`src/logic/exu_defs.svh`:
```
`ifndef EXU_DEFS_SVH
`define EXU_DEFS_SVH

// data and address width
`define XLEN 64

// register index width
`define REG_ADDR_W 5

// architectural integer registers
`define NUM_REGS 32

// byte lanes per memory word, also the write mask width
`define BYTE_LANES 8

// sequential pc increment, one 32-bit instruction
`define PC_STEP 4

`endif
```
`src/logic/exu_pkg.sv`:
```
`default_nettype none

`include "exu_defs.svh"

package exu_pkg;

    // one machine word, used for data, addresses and pc
    typedef logic [`XLEN-1:0] word_t;

    typedef logic [`REG_ADDR_W-1:0] reg_idx_t;

    // one bit per byte lane of a memory word
    typedef logic [`BYTE_LANES-1:0] lane_mask_t;

    // decoded operation, already split out by the upstream decoder
    typedef enum logic [5:0] {
        // register/register
        OP_ADD, OP_SUB, OP_SLL, OP_SLT, OP_SLTU,
        OP_XOR, OP_SRL, OP_SRA, OP_OR, OP_AND,
        // register/immediate
        OP_ADDI, OP_SLTI, OP_SLTIU, OP_XORI, OP_ORI,
        OP_ANDI, OP_SLLI, OP_SRLI, OP_SRAI,
        // upper immediates and jumps
        OP_LUI, OP_AUIPC, OP_JAL, OP_JALR,
        // conditional branches
        OP_BEQ, OP_BNE, OP_BLT, OP_BGE, OP_BLTU, OP_BGEU,
        // loads and stores
        OP_LB, OP_LH, OP_LW, OP_LBU, OP_LHU, OP_LWU, OP_LD,
        OP_SB, OP_SH, OP_SW, OP_SD,
        OP_NOP
    } op_e;

    // alu functions
    typedef enum logic [3:0] {
        ALU_ADD, ALU_SUB, ALU_SLL, ALU_SLT, ALU_SLTU,
        ALU_XOR, ALU_SRL, ALU_SRA, ALU_OR, ALU_AND
    } alu_mode_e;

    // source of the register write value
    typedef enum logic [1:0] {
        WB_ALU, WB_IMM, WB_LINK, WB_LOAD
    } wb_sel_e;

    // access size, encoded as log2 of the byte count
    typedef enum logic [1:0] {
        MEM_B, MEM_H, MEM_W, MEM_D
    } mem_size_e;

endpackage

`default_nettype wire

```
`src/logic/next_pc.sv`:
```
`timescale 1ns/1ps
`default_nettype none

`include "exu_defs.svh"

module next_pc (
    input  exu_pkg::op_e   op,
    input  exu_pkg::word_t pc,
    input  exu_pkg::word_t imm,
    input  exu_pkg::word_t alu_result,
    output exu_pkg::word_t dnpc
);

    import exu_pkg::*;

    word_t snpc;
    word_t branch_target;
    logic  taken;

    assign snpc          = pc + word_t'(`PC_STEP);
    assign branch_target = pc + imm;

    // branch decision from the alu compare
    always_comb begin
        case (op)
            // sub result, zero means equal
            OP_BEQ:          taken = (alu_result == '0);
            OP_BNE:          taken = (alu_result != '0);
            // slt and sltu give only 0 or 1
            OP_BLT, OP_BLTU: taken = alu_result[0];
            OP_BGE, OP_BGEU: taken = !alu_result[0];
            default:         taken = 1'b0;
        endcase
    end

    always_comb begin
        case (op)
            // pc + imm from the alu
            OP_JAL:  dnpc = alu_result;
            // rs1 + imm with bit 0 dropped
            OP_JALR: dnpc = {alu_result[`XLEN-1:1], 1'b0};
            default: dnpc = taken ? branch_target : snpc;
        endcase
    end

endmodule

`default_nettype wire

```
`config.mk`:
```
export PLATFORM = sky130hd
export DESIGN_NAME = next_pc
export DESIGN_NICKNAME = d
export VERILOG_FILES = /design/src/logic/exu_pkg.sv /design/src/logic/next_pc.sv
export VERILOG_INCLUDE_DIRS = /design/src /design/src/logic
export SDC_FILE = /design/constraint.sdc
export NUM_CORES = 1
export LEC_CHECK = 0
export ABC_AREA = 1
export BUFFER_PORTS_ARGS = -buffer_cell sky130_fd_sc_hd__buf_2
export CAP_MARGIN = 20
export CORE_MARGIN = 10
export CORE_UTILIZATION = 45
export DETAILED_ROUTE_END_ITERATION = 8
export PLACE_DENSITY = 0.74
export SLEW_MARGIN = 0
export SYNTH_ARGS = -nofsm -noshare
export SYNTH_HDL_FRONTEND = slang
export SYNTH_SLANG_ARGS = --single-unit
```
`constraint.sdc`:
```
create_clock -name vclk -period 2.7
set_input_delay 0.54 -clock vclk [all_inputs]
set_output_delay 0.54 -clock vclk [all_outputs]
set_load 0.005 [all_outputs]
```
==> impl_metrics.tcl, run 1 <==
set metrics [dict create \
    synth_top_area_cell "nand2_1" \
    grt_use_total 0.812 \
    synth_common_cells "686 x nand2_1, 311 x inv_1, 300 x nor2_1" \
    yosysSeqAreaShare 0 \
    fp.dieH_um 161 \
    tool.error "[ERROR GRT-0232] Routing congestion too high. Check the congestion heatmap in the GUI." \
    synth_top_area_share 0.288 \
    synth_cell_types 34 \
    synth_nets 2157 \
    rows 51 \
    start_util 0.459 \
    grt.overflow.total 1038 \
    crit_endpoint "dnpc[63]" \
    yosysMostFrequentCell "nand2_1" \
    worstEpCategory "top-level output" \
    ioPinCount 262 \
    synth_area_leaders "nand2_1 29%, inv_1 13%, nor2_1 13%" \
    grt_max_degree 48 \
    hpwl_mm 44.6 \
    netlist_instances 1894 \
    syn_area_sq_um 8930 \
    io_buffers 262 \
    routabilityCongestion 1.14 \
    lastStage "global routing (5_1_grt)" \
    dieWidth_um 161 \
    status "did not finish" \
    yosysWarningCount 0 \
    syn_area_per_cell_sq_um 4.71 \
]
==> cell families after synthesis <==
logic type      synth area share
buf+inv                    0.151
fa+ha+maj                 0.0920
xor+xnor                  0.0863
simple gates               0.549
compound gates             0.122
==> per-stage QoR <==
stage	util	hold slack, ns	setup WS [ns]	instances	instance area (sq um)
2_1_floorplan	-	1.18	0.00229	1894	8930
3_3_place_gp	0.693	1.36	-0.623	2793	13500
3_5_place_dp	0.693	1.36	-0.648	2793	13500
4_1_cts	0.873	1.36	-0.264	2833	17000
==> metal layers <==
layer	overflow	track usage
met5	1	0.187
met4	265	0.925
met3	9	0.628
met2	740	1.04
met1	23	0.743
==> what timing repair did <==
action | 4_1_cts
cloned | 9
buffers inserted | 33
setup endpoints to repair | 64
pin swaps | 219
gates resized for setup | 697
hold buffers | 0
==> run 2, diff against run 1 <==
--- a/config.mk
+++ b/config.mk
@@ -10,9 +10,9 @@
 export BUFFER_PORTS_ARGS = -buffer_cell sky130_fd_sc_hd__buf_2
 export CAP_MARGIN = 20
 export CORE_MARGIN = 10
-export CORE_UTILIZATION = 45
+export CORE_UTILIZATION = 30
 export DETAILED_ROUTE_END_ITERATION = 8
-export PLACE_DENSITY = 0.74
+export PLACE_DENSITY_LB_ADDON = 0.15
 export SLEW_MARGIN = 0
 export SYNTH_ARGS = -nofsm -noshare
 export SYNTH_HDL_FRONTEND = slang
==> constraint.sdc (replaced) <==
create_clock -name vclk -period 3.51
set_input_delay 0.702 -clock vclk [all_inputs]
set_output_delay 0.702 -clock vclk [all_outputs]
set_load 0.005 [all_outputs]
==> impl_metrics.tcl, run 2 <==
set metrics [dict create \
    ant_nets 0 \
    seq_cell_count 0 \
    nClkBuffers 0 \
    grt_use_total 0.286 \
    grt_max_degree 71 \
    synth_area_leaders "nand2_1 29%, inv_1 13%, nor2_1 13%" \
    fin_nets 2695 \
    synth_top_area_share 0.288 \
    fmax_mhz 286 \
    preCtsSetupSlack_ns -0.313 \
    ctsHoldBuffers 0 \
    yosysMostFrequentCell "nand2_1" \
    syn_area_sq_um 8930 \
    grt_setup_unrepaired "true" \
    syn_area_per_cell_sq_um 4.71 \
    fillCellCount 3347 \
    first_global_vias 13800 \
    antenna_found_initial 1 \
    core_area_sq_um 29500 \
    hold_viol 0 \
    cellLeakagePower_nw 7.70 \
    maxCapViolCount 0 \
    routedWlPerCell_um 20.4 \
    drive_gt1_frac 0.371 \
    drc 0 \
    viasPerCell 4.98 \
    path_class "in2out" \
    hold_ws_ns 1.69 \
    slew_headroom 0.645 \
    total_power_mw 2.34 \
    crit_fanout 14 \
    start_util 0.303 \
    tightest_slew_ns 0.531 \
    seq_area_sq_um 0 \
    areaGrowthSynthToFinish_pct 64.0 \
    worst_ep_arrival_time_ns 2.80 \
    wl_mm 57.5 \
    synth_top_area_cell "nand2_1" \
    final.period_utilization 0.997 \
    finalCriticalPeriod_ns 3.50 \
    routabilityCongestion 1.01 \
    status "completed" \
    io_buffers 262 \
    dieArea_sq_um 37100 \
    dieWidth_um 192 \
    vdd_ir_drop_max_mv 0.0754 \
    synth_common_cells "686 x nand2_1, 311 x inv_1, 300 x nor2_1" \
    pwr_density_cell_nw_per_um2 160 \
    drt_iter0_markers 1036 \
    required_ns 2.81 \
    vias 14000 \
    fin_ws_ns 0.00991 \
    layout_commonest_cell "nand2_1" \
    yosysWarningCount 0 \
    netlist_instances 1894 \
    drv_slew 0 \
    setup-tns-final_ns 0 \
    start_kind "primary input" \
    ioPinCount 262 \
    layout_common_cells "586 x nand2_1, 304 x inv_1, 281 x buf_4" \
    synth_cell_types 34 \
    yosysSeqAreaShare 0 \
    hpwl_mm 49.9 \
    synth_nets 2157 \
    hold_path.class "in2out" \
    cp-end-kind "output pin" \
    setup_violations 0 \
    fp.dieH_um 192 \
    grt.overflow.total 0 \
    grt_pass1_wl_mm 80.3 \
    rows 63 \
    drt_pass1_iterations 6 \
]
run 2: layer usage:
layer | GRT usage | wire (um) | vias to the layer above
met5 | 0 | 0 | -
met4 | 0.0975 | 2390 | 0
met3 | 0.0439 | 3960 | 106
met2 | 0.491 | 27100 | 556
met1 | 0.354 | 24100 | 6425
li1 | - | - | 6959
run 2: kinds of logic (layout without fill, tap and decap cells):
group	count (synthesis)	count (layout)	synth area share
other	0	1	0
buffers and inverters	344	880	0.151
AND/OR/NAND/NOR	1191	1191	0.549
XOR/XNOR	88	88	0.0863
adder cells (fa/ha/maj)	65	65	0.0920
AO/OA/AOI/OAI	206	206	0.122
run 2: cell type report:
cell class | instances | area [sq um] | share of cell area
Tap cell | 390 | 488 | 0.0333
Inverter | 318 | 1200 | 0.0819
Timing Repair Buffer | 562 | 3760 | 0.257
Multi-Input combinational cell | 1550 | 9200 | 0.628
Antenna cell | 1 | 2.50 | 0.000171
run 2: where the power goes:
part | internal [mW] | switching, mW | leakage [nW]
combinational | 0.998 | 1.34 | 7.70
sequential | 0 | 0 | 0
clock | 0.0000000383 | 0 | 0.00000634
run 2: worst paths after layout:
check,start,endpoint,slack [ns],cells past startpoint
worst max-delay path,alu_result[16],dnpc[34],0.01,14
worst min-delay path,alu_result[8],dnpc[8],1.69,4
run 2: metrics by stage:
step / cell area (sq um) / util / instances
after CTS: 13100 / 0.444 / 2805
after detailed placement: 12800 / 0.433 / 2803
after floorplan: 8930 / - / 1894
after global routing: 14600 / 0.497 / 2821
final: 14600 / 0.497 / 2821
after global placement: 12800 / 0.433 / 2803
run 2: repair_timing:
item,4_1_cts,5_1_grt
endpoints found under the setup margin,55,54
pin swaps,13,47
gates cloned,0,5
gates resized for setup,79,299
setup buffers,2,10
run 2: critical path: stages:
cell and delay [ns]:
buf_2 0.12, nor2_2 0.12, nand2_1 0.06, nor2_1 0.09, nand3b_1 0.26, nor2_2 0.27, nand2_1 0.09, nand2_2 0.08
nand3_4 0.14, inv_6 0.17, buf_12 0.17, a21oi_1 0.11, a21oi_2 0.24, buf_2 0.16
No activity file was read; power rests on OpenSTA's default activity.
