$ cat config.mk
export PLATFORM = sky130hd
export DESIGN_NAME = gpr_file
export DESIGN_NICKNAME = d
export VERILOG_FILES = /design/src/logic/exu_pkg.sv /design/src/logic/gpr_file.sv
export VERILOG_INCLUDE_DIRS = /design/src /design/src/logic
export SDC_FILE = /design/constraint.sdc
export NUM_CORES = 2
export LEC_CHECK = 0
export BUFFER_PORTS_ARGS = -buffer_cell sky130_fd_sc_hd__buf_2
export CAP_MARGIN = 20
export CORE_MARGIN = 5
export CORE_UTILIZATION = 45
export CTS_BUF_LIST = sky130_fd_sc_hd__clkbuf_8
export CTS_CLUSTER_SIZE = 30
export DETAILED_ROUTE_END_ITERATION = 6
export GPL_TIMING_DRIVEN = 1
export PLACE_DENSITY = 0.67
export SYNTH_ARGS = -nofsm -noshare
export SYNTH_HDL_FRONTEND = slang
export SYNTH_SLANG_ARGS = --single-unit
$ cat constraint.sdc
create_clock -name clk -period 3.9 [get_ports clk]
set_input_delay 0.78 -clock clk [delete_from_list [all_inputs] [get_ports clk]]
set_output_delay 0.78 -clock clk [all_outputs]
set_load 0.02 [all_outputs]
$ cat src/logic/exu_defs.svh
`ifndef EXU_DEFS_SVH
`define EXU_DEFS_SVH

// data and address width
`define XLEN 64

// register index width
`define REG_ADDR_W 5

// architectural integer registers
`define NUM_REGS 32

// byte lanes per memory word, also the write mask width
`define BYTE_LANES 8

// sequential pc increment, one 32-bit instruction
`define PC_STEP 4

`endif
$ cat src/logic/exu_pkg.sv
`default_nettype none

`include "exu_defs.svh"

package exu_pkg;

    // one machine word, used for data, addresses and pc
    typedef logic [`XLEN-1:0] word_t;

    typedef logic [`REG_ADDR_W-1:0] reg_idx_t;

    // one bit per byte lane of a memory word
    typedef logic [`BYTE_LANES-1:0] lane_mask_t;

    // decoded operation, already split out by the upstream decoder
    typedef enum logic [5:0] {
        // register/register
        OP_ADD, OP_SUB, OP_SLL, OP_SLT, OP_SLTU,
        OP_XOR, OP_SRL, OP_SRA, OP_OR, OP_AND,
        // register/immediate
        OP_ADDI, OP_SLTI, OP_SLTIU, OP_XORI, OP_ORI,
        OP_ANDI, OP_SLLI, OP_SRLI, OP_SRAI,
        // upper immediates and jumps
        OP_LUI, OP_AUIPC, OP_JAL, OP_JALR,
        // conditional branches
        OP_BEQ, OP_BNE, OP_BLT, OP_BGE, OP_BLTU, OP_BGEU,
        // loads and stores
        OP_LB, OP_LH, OP_LW, OP_LBU, OP_LHU, OP_LWU, OP_LD,
        OP_SB, OP_SH, OP_SW, OP_SD,
        OP_NOP
    } op_e;

    // alu functions
    typedef enum logic [3:0] {
        ALU_ADD, ALU_SUB, ALU_SLL, ALU_SLT, ALU_SLTU,
        ALU_XOR, ALU_SRL, ALU_SRA, ALU_OR, ALU_AND
    } alu_mode_e;

    // source of the register write value
    typedef enum logic [1:0] {
        WB_ALU, WB_IMM, WB_LINK, WB_LOAD
    } wb_sel_e;

    // access size, encoded as log2 of the byte count
    typedef enum logic [1:0] {
        MEM_B, MEM_H, MEM_W, MEM_D
    } mem_size_e;

endpackage

`default_nettype wire

$ cat src/logic/gpr_file.sv
`timescale 1ns/1ps
`default_nettype none

`include "exu_defs.svh"

module gpr_file (
    input  logic              clk,
    input  logic              rst_n,
    input  exu_pkg::reg_idx_t raddr_a,
    input  exu_pkg::reg_idx_t raddr_b,
    input  exu_pkg::reg_idx_t waddr,
    input  logic              wen,
    input  exu_pkg::word_t    wdata,
    output exu_pkg::word_t    rdata_a,
    output exu_pkg::word_t    rdata_b
);

    import exu_pkg::*;

    word_t regs [`NUM_REGS];

    // single write port that skips x0
    always_ff @(posedge clk or negedge rst_n) begin
        if (!rst_n) begin
            for (int i = 0; i < `NUM_REGS; i++) begin
                regs[i] <= '0;
            end
        end else if (wen && (waddr != '0)) begin
            regs[waddr] <= wdata;
        end
    end

    // two read ports without bypass of a same-cycle write
    assign rdata_a = regs[raddr_a];
    assign rdata_b = regs[raddr_b];

    // a write needs a known index and value
    a_wr_known : assert property (@(posedge clk) disable iff (!rst_n)
        wen |-> !$isunknown({waddr, wdata}))
        else $error("gpr_file: write with unknown index or data");

endmodule

`default_nettype wire

# == Word-level counts from Yosys, hierarchy flattened ==
# Index checks and enable logic that the tools add are counted.
# totals
wordCells,51
mem_count,0
romBits,0
reg_bits,2048
latchBits,0
out_inout_bits,128
in_bits,82
ram_bits,0
# op_classes
shift,0
bitwise,3
n_eq_ne,0
mux,9
div_mod_pow,0
n_reduce_logical,3
n_mul,0
magnitude_cmp,4
add_sub_neg,0
# ops
cell,n
$bwmux W2048,1
$bmux W64 S5,2
$demux W64 S5,1
$mux W64,5
$ge A6 B6 Y1 const B,3
$not A5 Y6,3
$lt A6 B1 Y1 const B,1
$reduce_bool A5 Y1,1
$logic_and A1 B1 Y1,2

# == Logic depth before layout (Yosys ltp) ==
# logic_depth
depth_word,6
depth_mapped,9
mapped_depth_nobuf,4

# == Worst setup path after synthesis ==
# Ideal clock, no wire load.
# synth_path
kind,input to output
startpoint,input port raddr_b[0]
endpoint,output port rdata_b[20]
n_path_buf,6
path_stages,8
arrival_time_ps,2705
setup_slack_ps,415
t_required_ps,3120
cell_sequence,buf_2 -> buf_4 -> buf_4 -> buf_2 -> buf_4 -> clkbuf_1 -> a211oi_1 -> o31ai_1
# synth_via
elab_chain_len,4
# synth_rtl
element,line_no,source
from (decl),gpr_file.sv:10,"input exu_pkg::reg_idx_t raddr_b,"
$not A5 Y6 (not written as such),gpr_file.sv:35,assign rdata_b = regs[raddr_b];
$bmux W64 S5,gpr_file.sv:35,
$mux W64 (not written as such) (2 in a row),gpr_file.sv:35,
to (decl),gpr_file.sv:15,output exu_pkg::word_t rdata_b
# Every way passes these cells. The select of a mux whose other input is x is not followed.

# == Final worst setup path ==
# layout_path
startpoint,input port raddr_b[0]
endpoint,output port rdata_b[41]
# The elaborated chain is that of the path after synthesis.

==> flow_summary.toml <==
[sta]
max_slew_margin = 0.2876
setup_viol = 0
post-route-period-util = 0.9871
final_hold_viol_count = 0
rsz0062_at_grt = "no"
slew_viol_final = 0
tightest_slew_ns = 1.069
clock.fmax_mhz = 259.8
finClkSkew_ns = 0
final.setup.worst_slack_ns = 0.05049
fin_crit_ns = 3.850
setup_tns_ns = 0

[run]
max-cap-violations = 0

[grt]
grt_pass1_wl_um = 501100
grt_max_degree = 109
grt_antenna_before_repair = 43
grt_use_total = 0.2724
gr-total-overflow = 0
grt_pass1_vias = 70510

[detailed_routing]
drt-total-wl_um = 340300
first_pass_iters = 5
wire_per_inst_um = 33.32
ant_nets = 0
drt-initial-drc-count = 6369
vias = 67010
drc = 0
vias_per_cell = 6.562

[synthesis]
ys_ff_latch = 2048
synth_top_area_share = 0.4758
yosysMostFrequentCell = "mux2_2"
yosysUniqueCellTypes = 30
yosysTopAreaCell = "dfrtp_1"
synthArstFlopShare = 1.000
synth-seq-area-share = 0.4758
synth_area_um2 = 107700
synth_area_leaders = "dfrtp_1 (48%), mux4_2 (24%), mux2_2 (22%)"
synth_cells = 6512
synth_edf_count = 0
synth_commonest_cells = "mux2_2 (2151), dfrtp_1 (2048), mux4_2 (1145), clkbuf_1 (487), buf_2 (218)"
synth.avg_cell_area_um2 = 16.54
ys.flop_type = "dfrtp_1"
synth_fp_nets = 6594
ys_warn_count = 0

[power]
power.density_nw_per_um2 = 500.8
fin_total_pwr_mw = 61.43
p_leak_nw = 53.50
ir_worst_vdd_mv = 0.2823
power.share.sequential = 0.461
combinationalPowerShare = 0.222
p_int_mw = 44.15
swShare = 0.2813
power_switching_mw = 17.28
pwr-share-clk = 0.317

[critical_path]
critical-path-top-delay-family = "multiplexers"
end_kind = "output port"
path_buf_inv = 4
startpoint_type = "primary input"
path_cells = "buf_8 -> buf_12 -> buf_12 -> mux4_2 -> mux4_2 -> mux2_2 -> buf_2"
timing.rr.start = "regs[1776]$_DFFE_PN0P_"
cp-startpoint = "raddr_b[0]"
critPathMaxFanout = 21
crit_type = "primary input to output port"
slowest_delay_ns = 0.52
r2r_end = "regs[1776]$_DFFE_PN0P_"
r2r_setup_slack_ns = 3.09
cp.required_ns = 3.12
cp_slowest_cell = "mux4_2"
reg2reg_depth = 1
arrival_ns = 3.07

[clock_tree]
ctsRootBufferMaster = "clkbuf_8"
clock_latency_ns = 1.07
clock_path_buffers = 4
cts_tree = "yes"
cts_setup_buffers = 0
clkSinkCount = 2048
numCtsBuffers = 357
clk_pin_slew_ns = 0.06
cts.htree.levels = 5

[worst_hold_path]
min_to = "regs[1669]$_DFFE_PN0P_"
holdPathStages = 4
timing.hold.worst.class = "primary input to flip-flop"
hold_start = "waddr[1]"

[finish]
area_growth_pct = 13.90
drive_gt1_frac = 0.6428
nets = 6856
fin_area_um2 = 122700
largest_register = "regs"
largest_reg_flops = 2048
reg_top3 = "regs x2048"

[status]
status = "finished, final reports clean"

[floorplanning]
io_pins = 210
die_area_um2 = 249200
dieWidth_um = 499.2
rows = 179
start_util = 0.4524
die_h_um = 499.2
coreArea_um2 = 238100

[placement]
hpwl_um = 202100
pre_cts_slack_ns = 0.05007
place_area_um2 = 115700
portBuffers = 209
gp_congestion = 0.8126
-- kinds of logic after synthesis --
family,after synthesis,synth area share
DFF,2048,0.4758
buffers and inverters,774,0.03080
and+or+nand+nor,94,0.004449
AOI/OAI and AO/OA,156,0.01121
muxes,3440,0.4777
-- power groups by stage --
stage               clock network, mW  logic [mW]  registers [mW]
finish                           19.5        13.6            28.3
global route                     20.8        14.6            28.8
CTS                              19.8        13.7            28.2
detailed placement                  0        13.7            28.6
global placement                    0        13.3            28.3
floorplan                           0        10.3            27.4
-- placed cells by master, fill, tap and decap left out, drive strengths merged, types with 3 or more instances in the layout --
| cell | count |
|---|---|
| o22ai | 60 |
| nor3 | 4 |
| a221oi | 34 |
| nor2 | 27 |
| a22o | 9 |
| inv | 113 |
| clkinv | 41 |
| and3 | 6 |
| nor2b | 20 |
| o22a | 3 |
| clkinvlp | 6 |
| nand3 | 6 |
| clkbuf | 444 |
| bufinv | 4 |
| nand2 | 20 |
| mux2i | 144 |
| a211oi | 3 |
| o31ai | 3 |
| and2 | 3 |
| diode | 25 |
| a211o | 9 |
| mux4 | 1145 |
| dfrtp | 2048 |
| a221o | 26 |
| mux2 | 2151 |
| nand2b | 5 |
| a21oi | 9 |
| buf | 674 |
-- stage by stage --
step / cells / utilization / hold slack [ns]
2_1_floorplan: 6512 / - / 0.4413
3_3_place_gp: 9581 / 0.4859 / 0.3765
3_5_place_dp: 9581 / 0.4859 / 0.3836
4_1_cts: 10190 / 0.5150 / 0.2275
5_1_grt: 10200 / 0.5151 / 0.2884
6_report: 10210 / 0.5153 / 0.3219
-- how the worst max path moves through the flow --
stage,slack [ns],depth (start not counted),to
after global routing,0.007,9,rdata_a[17]
after detailed placement,0.05,7,rdata_b[19]
after global placement,0.04,9,rdata_a[17]
after floorplan,0.41,8,rdata_b[20]
final,0.05,7,rdata_b[41]
after CTS,0.04,8,rdata_b[15]
-- timing repair --
item,in CTS,in global routing
setup endpoints to repair,0,1
gates resized for setup,0,1
hold buffers,1,0
hold endpoints to repair,69,0
-- final cells by class --
cell class / instances / area [um2]
antenna: 25 / 62.56
clock buffer: 443 / 6097
clock inverter: 163 / 810.8
fill: 19450 / 115400
inverter: 1 / 6.256
multi-input combinational: 3690 / 53430
sequential: 2048 / 51250
tap: 3167 / 3963
timing repair buffer: 676 / 7051
-- metal layers --
layer | up-vias | part of all wire | track usage | wire (um)
met3 | 701 | 0.077 | 0.05255 | 26350
met1 | 37190 | 0.41 | 0.3816 | 140100
met4 | 16 | 0.036 | 0.09848 | 12370
met2 | 2981 | 0.47 | 0.4281 | 161400
met5 | - | 0.00029 | 0 | 97
li1 | 26130 | - | - | -
Note: power is estimated with default switching activity, not from simulation.
