File: config.mk
export PLATFORM = sky130hd
export DESIGN_NAME = lsu_lanes
export DESIGN_NICKNAME = d
export VERILOG_FILES = /design/src/logic/exu_pkg.sv /design/src/logic/lsu_lanes.sv
export VERILOG_INCLUDE_DIRS = /design/src /design/src/logic
export SDC_FILE = /design/constraint.sdc
export NUM_CORES = 1
export LEC_CHECK = 0
export BUFFER_PORTS_ARGS = -buffer_cell sky130_fd_sc_hd__buf_2
export CORE_AREA = 2 2 181 183
export DETAILED_ROUTE_END_ITERATION = 7
export DIE_AREA = 0 0 183 185
export SLEW_MARGIN = 10
export SYNTH_ARGS = -nofsm -noshare
export SYNTH_HDL_FRONTEND = slang
export SYNTH_SLANG_ARGS = --single-unit
File: constraint.sdc
create_clock -name vclk -period 7.1
set_clock_uncertainty 0.1 [all_clocks]
set_input_delay 1.42 -clock vclk [all_inputs]
set_output_delay 1.42 -clock vclk [all_outputs]
set_load 0.01 [all_outputs]
File: src/logic/exu_defs.svh
`ifndef EXU_DEFS_SVH
`define EXU_DEFS_SVH

// data and address width
`define XLEN 64

// register index width
`define REG_ADDR_W 5

// architectural integer registers
`define NUM_REGS 32

// byte lanes per memory word, also the write mask width
`define BYTE_LANES 8

// sequential pc increment, one 32-bit instruction
`define PC_STEP 4

`endif
File: src/logic/exu_pkg.sv
`default_nettype none

`include "exu_defs.svh"

package exu_pkg;

    // one machine word, used for data, addresses and pc
    typedef logic [`XLEN-1:0] word_t;

    typedef logic [`REG_ADDR_W-1:0] reg_idx_t;

    // one bit per byte lane of a memory word
    typedef logic [`BYTE_LANES-1:0] lane_mask_t;

    // decoded operation, already split out by the upstream decoder
    typedef enum logic [5:0] {
        // register/register
        OP_ADD, OP_SUB, OP_SLL, OP_SLT, OP_SLTU,
        OP_XOR, OP_SRL, OP_SRA, OP_OR, OP_AND,
        // register/immediate
        OP_ADDI, OP_SLTI, OP_SLTIU, OP_XORI, OP_ORI,
        OP_ANDI, OP_SLLI, OP_SRLI, OP_SRAI,
        // upper immediates and jumps
        OP_LUI, OP_AUIPC, OP_JAL, OP_JALR,
        // conditional branches
        OP_BEQ, OP_BNE, OP_BLT, OP_BGE, OP_BLTU, OP_BGEU,
        // loads and stores
        OP_LB, OP_LH, OP_LW, OP_LBU, OP_LHU, OP_LWU, OP_LD,
        OP_SB, OP_SH, OP_SW, OP_SD,
        OP_NOP
    } op_e;

    // alu functions
    typedef enum logic [3:0] {
        ALU_ADD, ALU_SUB, ALU_SLL, ALU_SLT, ALU_SLTU,
        ALU_XOR, ALU_SRL, ALU_SRA, ALU_OR, ALU_AND
    } alu_mode_e;

    // source of the register write value
    typedef enum logic [1:0] {
        WB_ALU, WB_IMM, WB_LINK, WB_LOAD
    } wb_sel_e;

    // access size, encoded as log2 of the byte count
    typedef enum logic [1:0] {
        MEM_B, MEM_H, MEM_W, MEM_D
    } mem_size_e;

endpackage

`default_nettype wire

File: src/logic/lsu_lanes.sv
`timescale 1ns/1ps
`default_nettype none

`include "exu_defs.svh"

module lsu_lanes (
    input  logic                clk,
    input  logic                load,
    input  logic                store,
    input  logic                is_signed,
    input  exu_pkg::mem_size_e  size,
    input  exu_pkg::word_t      addr,
    input  exu_pkg::word_t      store_src,
    input  exu_pkg::word_t      mem_rdata,
    output exu_pkg::word_t      mem_raddr,
    output exu_pkg::word_t      mem_waddr,
    output exu_pkg::word_t      mem_wdata,
    output exu_pkg::word_t      load_data,
    output logic                mem_wen,
    output exu_pkg::lane_mask_t mem_wmask
);

    import exu_pkg::*;

    localparam int LANE_W = $clog2(`BYTE_LANES);

    logic [LANE_W-1:0] lane;
    logic [LANE_W-1:0] align_bits;
    lane_mask_t        size_mask;
    word_t             size_bits;
    word_t             rdata_sh;

    // byte offset inside the memory word
    assign lane = addr[LANE_W-1:0];

    // bytes covered at lane 0, and low address bits that must be clear
    always_comb begin
        case (size)
            MEM_B: begin
                size_mask  = lane_mask_t'(8'h01);
                align_bits = LANE_W'(0);
            end
            MEM_H: begin
                size_mask  = lane_mask_t'(8'h03);
                align_bits = LANE_W'(1);
            end
            MEM_W: begin
                size_mask  = lane_mask_t'(8'h0f);
                align_bits = LANE_W'(3);
            end
            default: begin
                size_mask  = '1;
                align_bits = LANE_W'(7);
            end
        endcase
    end

    // byte mask widened to bits
    always_comb begin
        for (int i = 0; i < `BYTE_LANES; i++) begin
            size_bits[i*8 +: 8] = {8{size_mask[i]}};
        end
    end

    // store side, low bytes of the source moved up to the lane
    assign mem_wen   = store;
    assign mem_waddr = store ? addr : '0;
    assign mem_wdata = store ? ((store_src & size_bits) << {lane, 3'b000}) : '0;
    assign mem_wmask = store ? (size_mask << lane) : '0;

    // load side, addressed bytes moved down to lane 0
    assign mem_raddr = load ? addr : '0;
    assign rdata_sh  = mem_rdata >> {lane, 3'b000};

    always_comb begin
        case (size)
            MEM_B:
                load_data = {{(`XLEN-8){is_signed & rdata_sh[7]}}, rdata_sh[7:0]};
            MEM_H:
                load_data = {{(`XLEN-16){is_signed & rdata_sh[15]}}, rdata_sh[15:0]};
            MEM_W:
                load_data = {{(`XLEN-32){is_signed & rdata_sh[31]}}, rdata_sh[31:0]};
            default:
                load_data = rdata_sh;
        endcase
    end

    // lane crossing is not handled, every access must be naturally aligned
    a_aligned : assert property (@(posedge clk)
        (load || store) |-> ((lane & align_bits) == '0))
        else $error("lsu_lanes: misaligned access at %h", addr);

    // decode never asks for a load and a store together
    a_one_kind : assert property (@(posedge clk) !(load && store))
        else $error("lsu_lanes: load and store both active");

endmodule

`default_nettype wire

# ---- Word-level counts from Yosys, hierarchy flattened
# Index checks and enable logic that the tools add are counted.
dict set report word_totals {
  out_inout_bits 265
  wordCells 16
  reg_bits 0
  inputBits 198
}
dict set report classes {
  mux 6
  shifts 3
  n_eq_ne 2
  n_reduce_logical 1
  n_bitwise 4
}
# operator n
set ops {}
lappend ops {{64-bit 2-to-1 mux} 3}
lappend ops {{64-bit case mux with 3 select lines} 1}
lappend ops {{64-bit AND} 1}
lappend ops {{64-bit by 6-bit << shifter with 64-bit output} 1}
lappend ops {{64-bit by 6-bit >> shifter with 64-bit output} 1}
lappend ops {{8-bit case mux with 3 select lines} 1}
lappend ops {{8-bit 2-to-1 mux} 1}
lappend ops {{8-bit by 3-bit << shifter with 8-bit output} 1}
lappend ops {{1-bit AND} 3}
lappend ops {{2-bit by 1-bit equality test with 1-bit output (second input constant)} 1}
lappend ops {{2-bit equality test (second input constant)} 1}
lappend ops {{2-bit zero test} 1}

# ---- Longest topological paths before layout
# Gate-level depths: netlist of run 1.
dict set report depth {
  ltp_word 5
  ltp_mapped 9
  mapped_depth_nobuf 5
}

# ---- Worst setup path before layout of run 1
# No wires, ideal clock.
dict set report synth_timing {
  kind {input to output}
  startpoint {in addr[0]}
  endpoint {out load_data[48]}
  required_ns 5.580
  t_arrival_ns 2.952
  setup_slack_ns 2.628
  path_stages 8
  path_buffers 3
  cell_sequence {buf_6 -> mux2_4 -> a2bb2o_4 -> or4_4 -> buf_6 -> o211a_4 -> buf_6 -> o31ai_1}
}
dict set report synth_between {
  elab_chain_cells 3
  elab_cells_between_ends 5
  cone_classes {shift (1); mux (1); bitwise (3)}
}
# item line_no
set synth_lines {}
lappend synth_lines {{start: declaration} lsu_lanes.sv:12} ;# input exu_pkg::word_t addr,
lappend synth_lines {{64-bit by 6-bit >> shifter with 64-bit output (*)} lsu_lanes.sv:73} ;# assign rdata_sh = mem_rdata >> {lane, 3'b000};
lappend synth_lines {{1-bit AND (on tied branches)} {lsu_lanes.sv:82, lsu_lanes.sv:78, lsu_lanes.sv:80}}
lappend synth_lines {{64-bit case mux with 3 select lines (*)} lsu_lanes.sv:76} ;# case (size)
lappend synth_lines {{end: declaration} lsu_lanes.sv:18} ;# output exu_pkg::word_t load_data,
# Every way passes the cells marked *; elsewhere a longest branch is shown, timed or not.

# ---- Worst setup path after layout of run 1
dict set report layout_timing {
  startpoint {in addr[0]}
  endpoint {out load_data[52]}
}
# Same word-level chain as after synthesis.

==> flow_summary.json, run 1 <==
{
  "status": "completed",
  "worst_path_dominant_cell_family": "compound AO/OA/AOI/OAI gates",
  "ios": 463,
  "crit_fanout": 80,
  "maxSlewViolCount": 0,
  "p_clk_frac": 0,
  "cap_violations": 0,
  "synth_top_area_cell": "and2_1",
  "design.core.area_sq_mm": 0.03204,
  "grt_pass1_vias": 6593,
  "die_w_um": 183,
  "power_frac_comb": 1.000,
  "drive_gt1_frac": 0.4666,
  "tightest_slew_ns": 1.004,
  "track_usage": 0.1784,
  "rsz0062_at_grt": "false",
  "crit_slowest_cell": "buf_4",
  "worstPathArrival_ns": 4.20,
  "p_per_area_mw_per_mm2": 75.05,
  "synth_top_area_frac": 0.1658,
  "critPathMaxStageDelay_ns": 0.70,
  "overflow": 0,
  "finalSetupTns_ns": 0,
  "cp_num_buf_inv": 3,
  "avgSynthCellArea_sq_um": 6.250,
  "wl_per_cell_um": 21.05,
  "netlist_area_sq_mm": 0.004831,
  "crit_type": "in2out",
  "ys_types": 47,
  "worstPathCellList": "buf_4, inv_1, a2111oi_0, or4_4, o211a_4, o31ai_1, buf_2",
  "drc": 0,
  "grt_first_pass_wirelength_mm": 45.77,
  "final_nets": 1366,
  "max_slew_margin": 0.3310,
  "grt_max_degree": 81,
  "fillers": 3776,
  "synth_cells": 773,
  "dp_cells": 1574,
  "dieArea_sq_mm": 0.03386,
  "setup_viol": 0,
  "hold_viol_final": 0,
  "initial_core_util": 0.1508,
  "max_freq_ghz": 0.1750,
  "seq_area_sq_um": 0,
  "via_per_inst": 4.813,
  "die_height_um": 185,
  "drt_iter0_drc": 555,
  "dp_hpwl_mm": 27.58,
  "synth_fp_nets": 971,
  "worstPathRequired_ns": 5.58,
  "n_sequential_cell": 0,
  "ys_top_cells_by_area": "and2_1, mux2_2, mux2i_1, nand2_1, o21ai_0",
  "hp-class": "in2out",
  "cts_resized": 0,
  "vias": 7575,
  "vdd_ir_drop_max_uv": 41.58,
  "area_growth_syn_to_layout_pct": 52.45,
  "p_leak_nw": 4.052,
  "ant_nets": 0,
  "antenna_found_initial": 1,
  "fin_hold_ws_ns": 3.039,
  "final_cells": 1574,
  "n_antenna_cell": 0,
  "post-cts-setup-buffers": 0,
  "dr.pass1.iters": 5,
  "clock_buffers": 0,
  "hold_buffers": 0,
  "fin_crit_ns": 5.715,
  "final_core_util": 0.2299,
  "finalCritPeriodShare": 0.8050,
  "yosysSeqAreaShare": 0,
  "seqPwrFrac": 0,
  "end_kind": "output port",
  "globalplace.congestion": 0.9375,
  "io_buffer_count": 462,
  "drt-total-wl_mm": 33.13,
  "rows": 66,
  "worst_setup_path_start_kind": "input pin",
  "yosysWarnings": 0,
  "p_switching_uw": 330.2,
  "internal-power_uw": 222.5,
  "p_sw_frac": 0.5975
}
## layer usage
metal	vias to the layer above	track usage	routed length [um]
met3	12	0.01062	2550
met2	446	0.2938	15370
met4	0	0.01312	261
li1	3513	-	-
met5	-	0	0
met1	3604	0.2646	14950
## cell type report
class                           count  area, sq um  share of cell area
Multi-Input combinational cell    684         4413              0.5992
Timing Repair Buffer              475         2415              0.3279
Inverter                            7        26.28            0.003568
Tap cell                          408        510.5             0.06932
## synth_stat cells (2+ instances only)
library cell	n
clkbuf_1	53
buf_1	3
o211ai_1	2
mux2_2	60
a221oi_1	9
a31oi_1	2
a21o_1	15
o21ai_0	66
nor2_1	70
a2bb2oi_1	7
o21a_1	6
a211oi_1	4
o22ai_1	8
or2_2	2
nand3_1	10
buf_2	14
mux2i_1	54
nor3b_1	9
a22oi_1	24
nor3_1	5
nor2b_1	8
buf_6	7
nand2b_1	2
o31ai_1	7
a21oi_1	53
o22a_1	7
buf_4	5
and2_1	128
o32ai_1	3
inv_1	6
nand2_1	101
and3_1	8
## worst min-delay path: cells and delay by family
kind                   cells  cell delay [ns]
buffers and inverters      2             0.20
AND/OR/NAND/NOR            1             0.10
## cell families after synthesis
logic type / count (synthesis) / share of synthesized area
compound gates: 220 / 0.2929
buf+inv: 89 / 0.08754
mux: 116 / 0.2572
simple gates: 348 / 0.3623
## metrics by stage
step	power, mW	cell area, sq um	setup WS [ns]
after floorplan	0.3007	4831	2.628
after global placement	0.5461	7365	1.402
after detailed placement	0.5493	7365	1.382
after CTS	0.5513	7365	1.378
after global routing	0.5953	7365	1.154
final	0.5527	7365	1.385
## power groups by stage
| stage | logic (mW) | registers, mW | clock network, mW |
|---|---|---|---|
| 2_1_floorplan | 0.301 | 0 | 0 |
| 3_3_place_gp | 0.546 | 0 | 0 |
| 3_5_place_dp | 0.549 | 0 | 0 |
| 4_1_cts | 0.551 | 0 | 0 |
| 5_1_grt | 0.595 | 0 | 0 |
| 6_report | 0.553 | 0 | 0 |
## cells in the final DEF (no fill, tap or decap), drive strengths merged, types with 3 or more instances in the layout
cell / Yosys / routed
a221oi: 9 / 9
o21ai: 67 / 67
a22oi: 24 / 24
a21oi: 53 / 53
and2: 129 / 129
buf: 29 / 475
nor2: 70 / 70
nor3b: 9 / 9
inv: 6 / 6
nand3: 10 / 10
o22a: 7 / 7
o31ai: 7 / 7
a211oi: 5 / 5
a2bb2oi: 7 / 7
nor2b: 8 / 8
and3: 8 / 8
o22ai: 8 / 8
mux2: 62 / 62
nand2: 101 / 101
a21o: 15 / 15
nor3: 5 / 5
o21a: 6 / 6
mux2i: 54 / 54
o32ai: 3 / 3
## path summary, 6_finish.rpt
kind              startpoint       endpoint  slack (ns)  depth (start not counted)
setup / recovery     addr[0]  load_data[52]        1.38                          7
hold / removal      addr[10]  mem_waddr[10]        3.04                          3
Power figures use the tool's default switching activity.
==> run 2: changes to the inputs <==
- CORE_AREA: 2 2 181 183 -> 2 2 182 184
- DIE_AREA: 0 0 183 185 -> 0 0 184 186
- clock period: 7.1 -> 5.8 ns (I/O delays scaled with it)
==> run 2 against run 1 <==
Cell count rose by 0.51%. Cell area up 0.82%. Core utilization increased by 0.069 points. Routed wire length rose by 2.4%. Flip-flop and latch count unchanged. Critical path type unchanged.
==> flow_summary.json, run 2 (synthesis gave the netlist of run 1 again) <==
{
  "end_kind": "output port",
  "dp_hpwl_mm": 28.85,
  "cap_violations": 0,
  "globalplace.congestion": 0.9149,
  "vias": 7556,
  "final_nets": 1374,
  "drive_gt1_frac": 0.4702,
  "wl_per_cell_um": 21.44,
  "seq_area_sq_um": 0,
  "crit_fanout": 48,
  "mostFrequentLayoutCells": "buf_2, and2_1, nand2_1, nor2_1, o21ai_0",
  "tightest_slew_ns": 0.9746,
  "cp_num_buf_inv": 3,
  "rows": 66,
  "worstPathArrival_ns": 3.61,
  "hold_depth": 3,
  "maxSlewViolCount": 0,
  "io_buffer_count": 462,
  "hold_buffers": 0,
  "n_sequential_cell": 0,
  "worstPathRequired_ns": 4.54,
  "p_leak_nw": 4.090,
  "grt_first_pass_wirelength_mm": 46.56,
  "crit_type": "in2out",
  "crit_slowest_cell": "buf_4",
  "dieArea_sq_mm": 0.03422,
  "vdd_ir_drop_max_uv": 44.55,
  "die_w_um": 184,
  "max_slew_margin": 0.3453,
  "critPathMaxStageDelay_ns": 0.70,
  "area_growth_syn_to_layout_pct": 53.69,
  "dr.pass1.iters": 8,
  "hp-class": "in2out",
  "ios": 463,
  "via_per_inst": 4.776,
  "ant_nets": 0,
  "die_height_um": 186,
  "drt-total-wl_mm": 33.92,
  "final_common_cell": "buf_2",
  "worst_setup_path_start_kind": "input pin",
  "hold_viol_final": 0,
  "antenna_found_initial": 0,
  "cts_resized": 0,
  "initial_core_util": 0.1500,
  "finalSetupTns_ns": 0,
  "worst_path_dominant_cell_family": "buffers and inverters",
  "fin_hold_ws_ns": 2.526,
  "status": "completed",
  "p_per_area_mw_per_mm2": 92.30,
  "overflow": 0,
  "fin_crit_ns": 4.875,
  "drc": 0,
  "worstPathCellList": "buf_4, buf_4, mux2_2, nand2_1, o21ai_0, mux2i_1, o21ai_0, buf_2",
  "design.core.area_sq_mm": 0.03221,
  "setup_viol": 0,
  "path_depth": 8,
  "post-cts-setup-buffers": 0,
  "finalCritPeriodShare": 0.8405,
  "rsz0062_at_grt": "false",
  "grt_pass1_vias": 6852,
  "track_usage": 0.1824,
  "n_antenna_cell": 0,
  "drt_iter0_drc": 599,
  "clock_buffers": 0,
  "max_freq_ghz": 0.2051,
  "grt_max_degree": 79
}
==> run 2: through the flow <==
step	instance area [sq um]	cells	worst slack, ns	utilization	power [mW]
final	7425	1582	0.9253	0.2305	0.6853
after global routing	7425	1582	0.7519	0.2305	0.7398
after CTS	7425	1582	0.8804	0.2305	0.6840
after detailed placement	7425	1582	0.8986	0.2305	0.6814
after global placement	7425	1582	0.9532	0.2305	0.6801
after floorplan	4831	773	1.848	-	0.3681
==> run 2: tightest hold or removal path, cell delays in order <==
cell,delay (ns)
buf_2,0.09
and2_1,0.10
buf_2,0.12
==> run 2: layout make-up <==
type	count	area, sq um
multi-input combinational	684	4413
fill	3772	24780
tap	408	510.5
inverter	7	26.28
timing repair buffer	483	2475
==> run 2: path summary, 6_finish.rpt <==
check | startpoint | endpoint | slack (ns)
setup / recovery | addr[0] | load_data[13] | 0.93
hold / removal | addr[11] | mem_waddr[11] | 2.53
==> run 2: per-layer routing <==
layer	vias to the layer above	share of wire	track usage
met5	-	0	0
met4	0	0.0065	0.01312
met3	10	0.082	0.02935
met2	401	0.47	0.3022
met1	3622	0.45	0.2579
li1	3523	-	-
==> run 2: power by group <==
part | internal (mW) | leakage (nW) | switching (mW) | total [mW]
registers | 0 | 0 | 0 | 0
logic | 0.275 | 4.09 | 0.410 | 0.685
clock network | 0 | 0 | 0 | 0
total | 0.275 | 4.09 | 0.410 | 0.685
