**src/logic/exu_defs.svh**
```systemverilog
`ifndef EXU_DEFS_SVH
`define EXU_DEFS_SVH

// data and address width
`define XLEN 64

// register index width
`define REG_ADDR_W 5

// architectural integer registers
`define NUM_REGS 32

// byte lanes per memory word, also the write mask width
`define BYTE_LANES 8

// sequential pc increment, one 32-bit instruction
`define PC_STEP 4

`endif
```
**src/logic/exu_pkg.sv**
```systemverilog
`default_nettype none

`include "exu_defs.svh"

package exu_pkg;

    // one machine word, used for data, addresses and pc
    typedef logic [`XLEN-1:0] word_t;

    typedef logic [`REG_ADDR_W-1:0] reg_idx_t;

    // one bit per byte lane of a memory word
    typedef logic [`BYTE_LANES-1:0] lane_mask_t;

    // decoded operation, already split out by the upstream decoder
    typedef enum logic [5:0] {
        // register/register
        OP_ADD, OP_SUB, OP_SLL, OP_SLT, OP_SLTU,
        OP_XOR, OP_SRL, OP_SRA, OP_OR, OP_AND,
        // register/immediate
        OP_ADDI, OP_SLTI, OP_SLTIU, OP_XORI, OP_ORI,
        OP_ANDI, OP_SLLI, OP_SRLI, OP_SRAI,
        // upper immediates and jumps
        OP_LUI, OP_AUIPC, OP_JAL, OP_JALR,
        // conditional branches
        OP_BEQ, OP_BNE, OP_BLT, OP_BGE, OP_BLTU, OP_BGEU,
        // loads and stores
        OP_LB, OP_LH, OP_LW, OP_LBU, OP_LHU, OP_LWU, OP_LD,
        OP_SB, OP_SH, OP_SW, OP_SD,
        OP_NOP
    } op_e;

    // alu functions
    typedef enum logic [3:0] {
        ALU_ADD, ALU_SUB, ALU_SLL, ALU_SLT, ALU_SLTU,
        ALU_XOR, ALU_SRL, ALU_SRA, ALU_OR, ALU_AND
    } alu_mode_e;

    // source of the register write value
    typedef enum logic [1:0] {
        WB_ALU, WB_IMM, WB_LINK, WB_LOAD
    } wb_sel_e;

    // access size, encoded as log2 of the byte count
    typedef enum logic [1:0] {
        MEM_B, MEM_H, MEM_W, MEM_D
    } mem_size_e;

endpackage

`default_nettype wire

```
**src/logic/exu_decode.sv**
```systemverilog
`timescale 1ns/1ps
`default_nettype none

`include "exu_defs.svh"

module exu_decode (
    input  exu_pkg::op_e       op,
    input  exu_pkg::word_t     src1,
    input  exu_pkg::word_t     src2,
    input  exu_pkg::word_t     imm,
    input  exu_pkg::word_t     pc,
    output exu_pkg::alu_mode_e alu_mode,
    output exu_pkg::word_t     operand_a,
    output exu_pkg::word_t     operand_b,
    output exu_pkg::wb_sel_e   wb_sel,
    output logic               gpr_wen,
    output logic               mem_load,
    output logic               mem_store,
    output logic               mem_signed,
    output exu_pkg::mem_size_e mem_size
);

    import exu_pkg::*;

    localparam int SHAMT_W = $clog2(`XLEN);

    logic is_rr;
    logic is_reg_shift;
    logic is_branch;

    // ops that take rs2 as second operand
    assign is_rr = op inside {OP_ADD, OP_SUB, OP_SLL, OP_SLT, OP_SLTU,
                              OP_XOR, OP_SRL, OP_SRA, OP_OR, OP_AND};
    assign is_reg_shift = op inside {OP_SLL, OP_SRL, OP_SRA};
    assign is_branch = op inside {OP_BEQ, OP_BNE, OP_BLT, OP_BGE, OP_BLTU, OP_BGEU};

    // pc-relative sums for auipc and jal
    assign operand_a = (op == OP_AUIPC || op == OP_JAL) ? pc : src1;

    // register shifts only see the low six bits of rs2
    assign operand_b = is_reg_shift ? word_t'(src2[SHAMT_W-1:0]) :
                       (is_rr || is_branch) ? src2 : imm;

    // alu function per op
    always_comb begin
        case (op)
            OP_SUB, OP_BEQ, OP_BNE:                alu_mode = ALU_SUB;
            OP_SLL, OP_SLLI:                       alu_mode = ALU_SLL;
            OP_SLT, OP_SLTI, OP_BLT, OP_BGE:       alu_mode = ALU_SLT;
            OP_SLTU, OP_SLTIU, OP_BLTU, OP_BGEU:   alu_mode = ALU_SLTU;
            OP_XOR, OP_XORI:                       alu_mode = ALU_XOR;
            OP_SRL, OP_SRLI:                       alu_mode = ALU_SRL;
            OP_SRA, OP_SRAI:                       alu_mode = ALU_SRA;
            OP_OR, OP_ORI:                         alu_mode = ALU_OR;
            OP_AND, OP_ANDI:                       alu_mode = ALU_AND;
            // add covers address and jump target sums too
            default:                               alu_mode = ALU_ADD;
        endcase
    end

    // writeback source
    always_comb begin
        case (op)
            OP_LUI:                                        wb_sel = WB_IMM;
            OP_JAL, OP_JALR:                               wb_sel = WB_LINK;
            OP_LB, OP_LH, OP_LW, OP_LBU, OP_LHU, OP_LWU, OP_LD: wb_sel = WB_LOAD;
            default:                                       wb_sel = WB_ALU;
        endcase
    end

    // access width, loads and stores share the encoding
    always_comb begin
        case (op)
            OP_LB, OP_LBU, OP_SB: mem_size = MEM_B;
            OP_LH, OP_LHU, OP_SH: mem_size = MEM_H;
            OP_LW, OP_LWU, OP_SW: mem_size = MEM_W;
            default:              mem_size = MEM_D;
        endcase
    end

    assign mem_load   = op inside {OP_LB, OP_LH, OP_LW, OP_LBU, OP_LHU, OP_LWU, OP_LD};
    assign mem_store  = op inside {OP_SB, OP_SH, OP_SW, OP_SD};
    // ld counts as signed, no extension happens at full width
    assign mem_signed = op inside {OP_LB, OP_LH, OP_LW, OP_LD};

    // nothing to write for branches, stores and nop
    assign gpr_wen = !(is_branch || mem_store || op == OP_NOP);

endmodule

`default_nettype wire

```
**config.mk**
```make
export PLATFORM = sky130hd
export DESIGN_NAME = exu_decode
export DESIGN_NICKNAME = d
export VERILOG_FILES = /design/src/logic/exu_pkg.sv /design/src/logic/exu_decode.sv
export VERILOG_INCLUDE_DIRS = /design/src /design/src/logic
export SDC_FILE = /design/constraint.sdc
export NUM_CORES = 1
export LEC_CHECK = 0
export ABC_AREA = 1
export BUFFER_PORTS_ARGS = -buffer_cell sky130_fd_sc_hd__buf_2
export CORE_AREA = 2 2 158 160
export DETAILED_ROUTE_END_ITERATION = 8
export DIE_AREA = 0 0 160 162
export GPL_TIMING_DRIVEN = 0
export SLEW_MARGIN = 5
export SYNTH_ARGS = -nofsm -noshare
export SYNTH_HDL_FRONTEND = slang
export SYNTH_SLANG_ARGS = --single-unit
export TNS_END_PERCENT = 20
```
**constraint.sdc**
```tcl
create_clock -name vclk -period 3.2
set_input_delay 0 -clock vclk [all_inputs]
set_output_delay 0 -clock vclk [all_outputs]
set_load 0.005 [all_outputs]
```
* Yosys cells after proc, flatten, opt, wreduce, memory -nomap -nowiden
Memories as Yosys holds them, arrays and structs flattened.
Index checks and enable logic that the tools add are counted.
** Storage, ports and cells
- Register bits :: 0
- Bits in latches :: 0
- Memory bits (writable) :: 0
- Memory bits (read-only) :: 128
- Input bits :: 262
- Output and inout bits :: 140
- Logic and storage cells :: 55
- Memories kept :: 1
** Cells by class
- $add $sub $neg :: 0
- Multiply operators :: 0
- Divide/modulo/power cells :: 0
- Magnitude comparators :: 0
- Eq/ne operators :: 31
- Shifts and indexed selects :: 0
- Muxes and demuxes :: 6
- Bitwise logic cells :: 0
- Reductions and logical operators :: 17
** Memories
- (name not given) :: words 32, bits a word 4, rd ports 1, clocked after Yosys merged registers in 0, wr ports 0, line exu_decode.sv:46 : case (op)
** Operators by type and width (count)
- 2-to-1 mux 64 bit :: 3
- == test 6 x 5 -> 1 bit, second input constant :: 13
- == test 6 bit, second input constant :: 9
- == test 6 x 3 -> 1 bit, second input constant :: 4
- == test 6 x 2 -> 1 bit, second input constant :: 2
- == test 6 x 4 -> 1 bit, second input constant :: 2
- case mux 2 bit (3 select lines) :: 2
- nonzero test 10 bit :: 1
- OR reduction 3 bit :: 3
- nonzero test 4 bit :: 2
- nonzero test 7 bit :: 1
- OR reduction 7 bit :: 1
- == test 6 x 1 -> 1 bit, second input constant :: 1
- logical NOT 6 bit :: 1
- nonzero test 6 bit :: 1
- logical OR 1 bit :: 4
- 2-to-1 mux 4 bit :: 1
- nonzero test 3 bit :: 1
- OR reduction 2 bit :: 1
- logical NOT 1 bit :: 1

* Logic depth before layout (Yosys ltp)
Gate-level depths: netlist (run 1).
- Depth in word-level cells :: 5
- Gate-level depth with buffers :: 13
- Mapped depth without buffers :: 11

* Worst setup path after synthesis (run 1)
Ideal clock, no wire load.
- Kind :: in2out
- Start :: in op[0]
- End :: out operand_b[30]
- Arrival time :: 1.265 ns
- Data required time :: 3.200 ns
- Slack :: 1.935 ns
- Cell stages on the path :: 8
- Buffers on the path :: 1
- Cells stage by stage :: inv_1 ha_1 nor2_1 nand2_1 nand3_4 clkbuf_1 nand3_1 a21oi_1
** Between the ends
- Word-level cells in the longest chain between the ends :: 5
- Elaborated cells on any way between the ends :: 22
- Classes of those cells :: 15 x eq/ne; 2 x mux; 5 x reduce/logical
** Ends and longest elaborated chain
- start: declaration :: line exu_decode.sv:7 : input exu_pkg::op_e op,
- == test 6 x 1 -> 1 bit, or another cell as far along :: line exu_decode.sv:32 : assign is_rr = op inside {OP_ADD, OP_SUB, OP_SLL, OP_SLT, OP_SLTU,
- nonzero test 10 bit / nonzero test 6 bit (equally long branches) :: line exu_decode.sv:32, exu_decode.sv:35
- logical OR 1 bit :: line exu_decode.sv:42 : (is_rr || is_branch) ? src2 : imm;
- 2-to-1 mux 64 bit :: line exu_decode.sv:42
- 2-to-1 mux 64 bit * :: line exu_decode.sv:41 : assign operand_b = is_reg_shift ? word_t'(src2[SHAMT_W-1:0]) :
- end: declaration :: line exu_decode.sv:14 : output exu_pkg::word_t operand_b,
Mark *: on every way between the ends. The rest lies on a longest branch, timed or not.

* Worst setup path in the final report (run 1)
- Start :: in op[1]
- End :: out operand_b[30]
The elaborated chain is that of the path after synthesis.

==> results.yml, run 1 <==
run_status:
  run_status: "finished clean"
drt:
  detail_route.drc_violations: 0
  detail_route.wirelength_mm: 16.1
  drt_first_pass_iters: 4
  avgRoutedWirePerCell_um: 13.7
  average_vias_per_placed_instance: 3.72
  vias: 4353
  final_antenna_net_count: 0
  detailedRoute.firstIterationViolations: 221
floorplanning:
  die_w_um: 160
  floorplan.initialDensity: 0.103
  die_area_um2: 25900
  fp.coreArea_um2: 24100
  die_ht_um: 162
  rows: 57
  ios: 402
worst_hold_path:
  hold_start: "imm[4]"
  timing.hold.worst.class: "input port to output port"
  hold_end: "operand_b[4]"
  whs_path_depth: 4
yosys:
  post-synth-top-count-cell: "sky130_fd_sc_hd__nand2_1"
  synth-compound-area-share: 0.0899
  area_share_of_xor_xnor_cells_in_the_synthesized_design: 0
  synth_simple_gate_area_frac: 0.422
  ys_warn_count: 0
  post_synthesis_adder_cell_area_fraction: 0.0303
  netlist.area_leader.share: 0.273
  yosys-mux-area-fraction: 0.291
  post_synth_main_area_contributors: "sky130_fd_sc_hd__mux2_1 27%, sky130_fd_sc_hd__nand2_1 20%, sky130_fd_sc_hd__nor2_1 12%, sky130_fd_sc_hd__inv_1 6.7%, sky130_fd_sc_hd__nand3_1 5.7%"
  yosysTopAreaCell: "sky130_fd_sc_hd__mux2_1"
  dominant_combinational_cell_family_by_area_after_synthesis: "simple AND/OR/NAND/NOR gates"
  synth.avg_cell_area_um2: 5.57
  synth-seq-area-share: 0
  syn-num-nets: 713
  ys_types: 29
  mappedNetlistArea_um2: 2480
  most_numerous_cell_types_in_the_synthesized_netlist: "135 x sky130_fd_sc_hd__nand2_1, 79 x sky130_fd_sc_hd__nor2_1, 60 x sky130_fd_sc_hd__mux2_1, 44 x sky130_fd_sc_hd__inv_1, 28 x sky130_fd_sc_hd__nand3_1"
  synthesis.instances: 445
timing:
  grt_setup_unrepaired: "false"
  max_slew.worst_pin.slew_ns: 0.747
  post_route_setup_tns_ns: 0
  slew_headroom: 0.502
  postLayoutSetupSlackWorst_ns: 1.03
  period_needed_ns: 2.17
  timing_hold_violations_final: 0
  fmaxAchievable_ghz: 0.460
  final-max-slew-violation-count: 0
  setup_violators_final: 0
  finalCritPeriodShare: 0.680
worst_setup_path:
  setup.worst_path.class: "input port to output port"
  worst-endpoint-required_ns: 3.20
  crit_path_max_fanout: 10
  setup.worst_path.start_class: "input port"
  timing.critical_path.to_type: "output port"
  cp.arrival_ns: 2.17
power_and_ir_drop:
  netSwitchingFraction: 0.490
  internal_power_uw: 320
  leakagePower_nw: 3.02
  power_density_nw_per_um2: 128
  pwr-share-seq: 0
  power_switching_uw: 308
  ir_drop_worst_case_vdd_mv: 0.0404
  clock_power_share: 0
  p_comb_frac: 1.000
placed_design:
  place.port_buffers: 401
  post-place-ws_ns: 0.997
  place.detailed.hpwl_mm: 14.2
  post_dp_cell_area_um2: 4890
  final_weighted_congestion_in_routability_driven_placement: 0.889
final_layout:
  total_area_of_multi_input_combinational_cells_um2: 2060
  final.clkbuf_count: 0
  layout.nets: 1116
  layout.area.seq_um2: 0
  design_area_um2: 4890
  layout.sequential_cells: 0
  final_util: 0.203
  filler_cell_count: 2793
  final_layout_size_suffix_gt1_frac: 0.526
  areaGrowthSynthToFinish_pct: 97.5
global_route:
  first_global_vias: 4113
  remaining_global_route_overflow: 0
  grt_first_pass_wirelength_mm: 23.1
  grt_start_max_net_pins: 11
  gr-usage-all-layers: 0.112
  antenna_found_initial: 3
clock_tree:
  post_cts.resized_instances: 0
  hold_buffer_count_at_cts: 0
  post_cts.repair.setup_buffers: 0
run:
  cap_violations: 0
==> cell type report <==
class / instances / area share
multi-input combinational: 366 / 0.422
timing repair buffer: 401 / 0.410
tap: 324 / 0.0829
buffer: 28 / 0.0448
inverter: 51 / 0.0396
antenna: 1 / 0.000512
==> routing by layer <==
layer	track usage	vias to the layer above	wire, um	part of all wire
met3	0.0278	12	1550	0.096
met2	0.200	214	7730	0.48
met1	0.141	1910	6600	0.41
met5	0	-	0	0
li1	-	2217	-	-
met4	0.0152	0	225	0.014
==> power groups by stage <==
stage | logic [mW] | registers (mW) | clock network [mW]
after floorplan | 0.265 | 0 | 0
after global placement | 0.625 | 0 | 0
after detailed placement | 0.628 | 0 | 0
after CTS | 0.631 | 0 | 0
after global routing | 0.697 | 0 | 0.0000000418
final | 0.628 | 0 | 0.0000000418
==> cell families after synthesis <==
logic type      Yosys count
simple gates            255
fa+ha+maj                 6
compound gates           41
buf+inv                  79
mux                      64
==> worst max-delay path, stage by stage <==
cell and delay (ns):
sky130_fd_sc_hd__buf_2 0.13, sky130_fd_sc_hd__inv_1 0.09, sky130_fd_sc_hd__ha_1 0.25, sky130_fd_sc_hd__nor2_1 0.25, sky130_fd_sc_hd__nand2_1 0.14, sky130_fd_sc_hd__nand3_4 0.14, sky130_fd_sc_hd__clkbuf_1 0.59, sky130_fd_sc_hd__nand3_1 0.25
sky130_fd_sc_hd__a21oi_1 0.19, sky130_fd_sc_hd__buf_2 0.14
==> placed cells by master, fill, tap and decap left out, drive strengths merged <==
master | Yosys | layout
a21oi | 26 | 26
a31oi | 2 | 2
buf | 24 | 425
clkbuf | 4 | 4
diode | 0 | 1
ha | 6 | 6
inv | 51 | 51
mux2 | 64 | 64
nand2 | 139 | 139
nand3 | 30 | 30
nor2 | 83 | 83
nor3 | 3 | 3
o2111ai | 1 | 1
o211ai | 2 | 2
o21a | 1 | 1
o21ai | 8 | 8
o32ai | 1 | 1
==> through the flow <==
| step | std cells | hold slack [ns] | total power, mW |
|---|---|---|---|
| after floorplan | 445 | 0.0908 | 0.265 |
| after global routing | 1171 | 0.271 | 0.697 |
| final | 1171 | 0.256 | 0.628 |
| after detailed placement | 1170 | 0.255 | 0.628 |
| after global placement | 1170 | 0.255 | 0.625 |
| after CTS | 1170 | 0.258 | 0.631 |
==> how the worst max path moves through the flow <==
stage,startpoint,to,slack [ns],depth (start not counted)
finish,op[1],operand_b[30],1.03,10
global placement,op[1],operand_b[30],1.02,10
global route,op[1],operand_b[30],0.75,10
floorplan,op[0],operand_b[30],1.94,8
CTS,op[1],operand_b[30],0.99,10
detailed placement,op[1],operand_b[30],1.0,10
No activity file was read; power rests on OpenSTA's default activity.
==> inputs of run 2 (changes only) <==
ABC_AREA = 0   (was 1)
CORE_AREA = 2 2 157 159   (was 2 2 158 160)
DIE_AREA = 0 0 159 161   (was 0 0 160 162)
clock period = 1.9 ns   (was 3.2 ns; I/O delays follow)
==> run 2 against run 1 <==
Effect of this change: the flow now finishes with violations (negative setup slack); combinational power up 93%; cell area down 1.2%; die area down 1.2%; sequential share of layout area unchanged; synthesized area down 17%; routed wire length down 13%; critical endpoint is now operand_b[4]; largest cell class unchanged.
==> results.yml, run 2 <==
yosys:
  netlist.area_leader.share: 0.343
  post_synth_main_area_contributors: "sky130_fd_sc_hd__mux2_2 34%, sky130_fd_sc_hd__a32o_1 29%, sky130_fd_sc_hd__mux2_1 3.8%, sky130_fd_sc_hd__ha_1 3.6%, sky130_fd_sc_hd__buf_2 3.1%"
  synth-seq-area-share: 0
  syn-num-nets: 509
  post-synth-top-count-cell: "sky130_fd_sc_hd__mux2_2"
  ys_warn_count: 0
  ys_types: 37
  synth.avg_cell_area_um2: 8.57
  mappedNetlistArea_um2: 2070
  yosysTopAreaCell: "sky130_fd_sc_hd__mux2_2"
  most_numerous_cell_types_in_the_synthesized_netlist: "63 x sky130_fd_sc_hd__mux2_2, 59 x sky130_fd_sc_hd__a32o_1, 13 x sky130_fd_sc_hd__buf_2, 10 x sky130_fd_sc_hd__clkbuf_1, 10 x sky130_fd_sc_hd__nor2_1"
  synthesis.instances: 241
timing:
  finalCritPeriodShare: 1.00
  timing_hold_violations_final: 0
  final-max-slew-violation-count: 0
  max_slew.worst_pin.slew_ns: 0.496
  fmaxAchievable_ghz: 0.524
  fin_hold_ws_ns: 0.277
  grt_setup_unrepaired: "true"
  period_needed_ns: 1.91
  setup_violators_final: 1
  postLayoutSetupSlackWorst_ns: -0.00751
  slew_headroom: 0.669
  post_route_setup_tns_ns: -0.00751
floorplanning:
  die_ht_um: 161
  rows: 57
  floorplan.initialDensity: 0.0862
  die_area_um2: 25600
  fp.coreArea_um2: 24000
  die_w_um: 159
  ios: 402
final_layout:
  layout.area.seq_um2: 0
  final.clkbuf_count: 0
  most_common_cell_after_layout_fill_and_taps_aside: "sky130_fd_sc_hd__buf_2"
  layout.nets: 923
  commonest_cells_after_routing_fill_and_taps_aside: "402 x sky130_fd_sc_hd__buf_2, 60 x sky130_fd_sc_hd__mux2_2, 56 x sky130_fd_sc_hd__a32o_1, 15 x sky130_fd_sc_hd__buf_6, 12 x sky130_fd_sc_hd__buf_4"
  areaGrowthSynthToFinish_pct: 134
  layout.sequential_cells: 0
  final_layout_size_suffix_gt1_frac: 0.798
  layoutNonFillerInstCount: 979
drt:
  detailedRoute.firstIterationViolations: 161
  final_antenna_net_count: 0
  vias: 3899
  detail_route.wirelength_mm: 14.0
  detail_route.drc_violations: 0
  avgRoutedWirePerCell_um: 14.3
  average_vias_per_placed_instance: 3.98
  drt_first_pass_iters: 5
power_and_ir_drop:
  leakagePower_nw: 2.49
  pwr-share-seq: 0
  p_comb_frac: 1.000
  power_density_nw_per_um2: 251
  clock_power_share: 0
  internal_power_uw: 683
  netSwitchingFraction: 0.436
  total_chip_power_mw: 1.21
  ir_drop_worst_case_vdd_mv: 0.101
  power_switching_uw: 528
worst_setup_path:
  worst-endpoint-required_ns: 1.90
  setup.worst_path.class: "input port to output port"
  critical_path.cell_chain: "buf_12, inv_6, ha_4, or3_4, a221oi_4, o311a_1, buf_6, buf_8, mux2_4, buf_6"
  cp_common_cell: "sky130_fd_sc_hd__buf_6"
  cp.arrival_ns: 1.91
  critical-path-slowest-cell: "sky130_fd_sc_hd__or3_4"
  crit_path_max_fanout: 8
  cp_top_family: "buffers and inverters"
  timing.critical_path.buf_inv: 5
  delay_contributed_by_the_slowest_stage_of_the_critical_path_ns: 0.41
  timing.critical_path.to_type: "output port"
  setup.worst_path.start_class: "input port"
placed_design:
  place.port_buffers: 400
  final_weighted_congestion_in_routability_driven_placement: 0.836
  post-place-cells: 965
  place.detailed.hpwl_mm: 11.8
global_route:
  grt_start_max_net_pins: 11
  antenna_found_initial: 2
  remaining_global_route_overflow: 0
  first_global_vias: 3558
  gr-usage-all-layers: 0.0956
  grt_first_pass_wirelength_mm: 20.1
run_status:
  run_status: "finished with violations"
  violations: "negative setup slack"
worst_hold_path:
  timing.hold.worst.class: "input port to output port"
clock_tree:
  hold_buffer_count_at_cts: 0
run:
  cap_violations: 0
## run 2: cell count changes after synthesis, sizes merged, moves of 3 or more
cell / delta
clkbuf: +6
nand2b: +3
inv: -45
nand2: -130
mux2: +6
nor2: -73
a32o: +59
nor2b: +3
a21oi: -22
nand3: -26
## run 2: worst min-delay path: cells and delay by family
family	cells	cell delay [ns]
AOI/OAI and AO/OA	1	0.10
buffers and inverters	2	0.17
## run 2: path summary, 6_finish.rpt
check,start,end,slack [ns],cells after the start
worst max-delay path,op[0],operand_b[4],-0.008,10
worst min-delay path,imm[24],operand_b[24],0.28,3
## run 2: final cells by class
cell class	count	area (um^2)
Antenna cell	2	5.00
Buffer	31	206
Fill cell	2693	19100
Inverter	6	32.5
Multi-Input combinational cell	202	1970
Tap cell	324	405
Timing Repair Buffer	414	2210
## run 2: layer usage
metal | vias up | routed length, um | GRT usage
met5 | - | 0 | 0
li1 | 1831 | - | -
met3 | 2 | 939 | 0.0149
met1 | 1869 | 6340 | 0.138
met2 | 197 | 6750 | 0.156
met4 | 0 | 9 | 0.00661
## run 2: what timing repair did
item / CTS / global route
pin swaps: 19 / 13
gates resized for setup: 43 / 18
setup buffers: 10 / 2
gates cloned: 2 / 0
endpoints found under the setup margin: 128 / 116
## run 2: stage by stage
stage                     instance area [um^2]  setup WS [ns]   util
final                                     4830       -0.00751  0.202
after global routing                      4830        -0.0912  0.202
after CTS                                 4750         -0.101  0.198
after detailed placement                  4470         -0.646  0.187
after global placement                    4470         -0.688  0.187
after floorplan                           2070         0.0862      -
## run 2: kinds of logic (layout without fill, tap and decap cells)
kind of cell / count (synthesis) / count (layout) / synth area share
fa+ha+maj: 6 / 6 / 0.0363
other cells: 0 / 2 / 0
compound gates: 87 / 87 / 0.379
simple gates: 38 / 38 / 0.0939
mux: 71 / 71 / 0.386
buf+inv: 39 / 451 / 0.104
## run 2: power by group through the flow
stage | registers, mW | clock network (mW) | logic (mW)
after floorplan | 0 | 0 | 0.480
final | 0 | 0.000000142 | 1.21
after detailed placement | 0 | 0 | 1.08
after CTS | 0 | 0 | 1.17
after global placement | 0 | 0 | 1.07
after global routing | 0 | 0.000000142 | 1.31
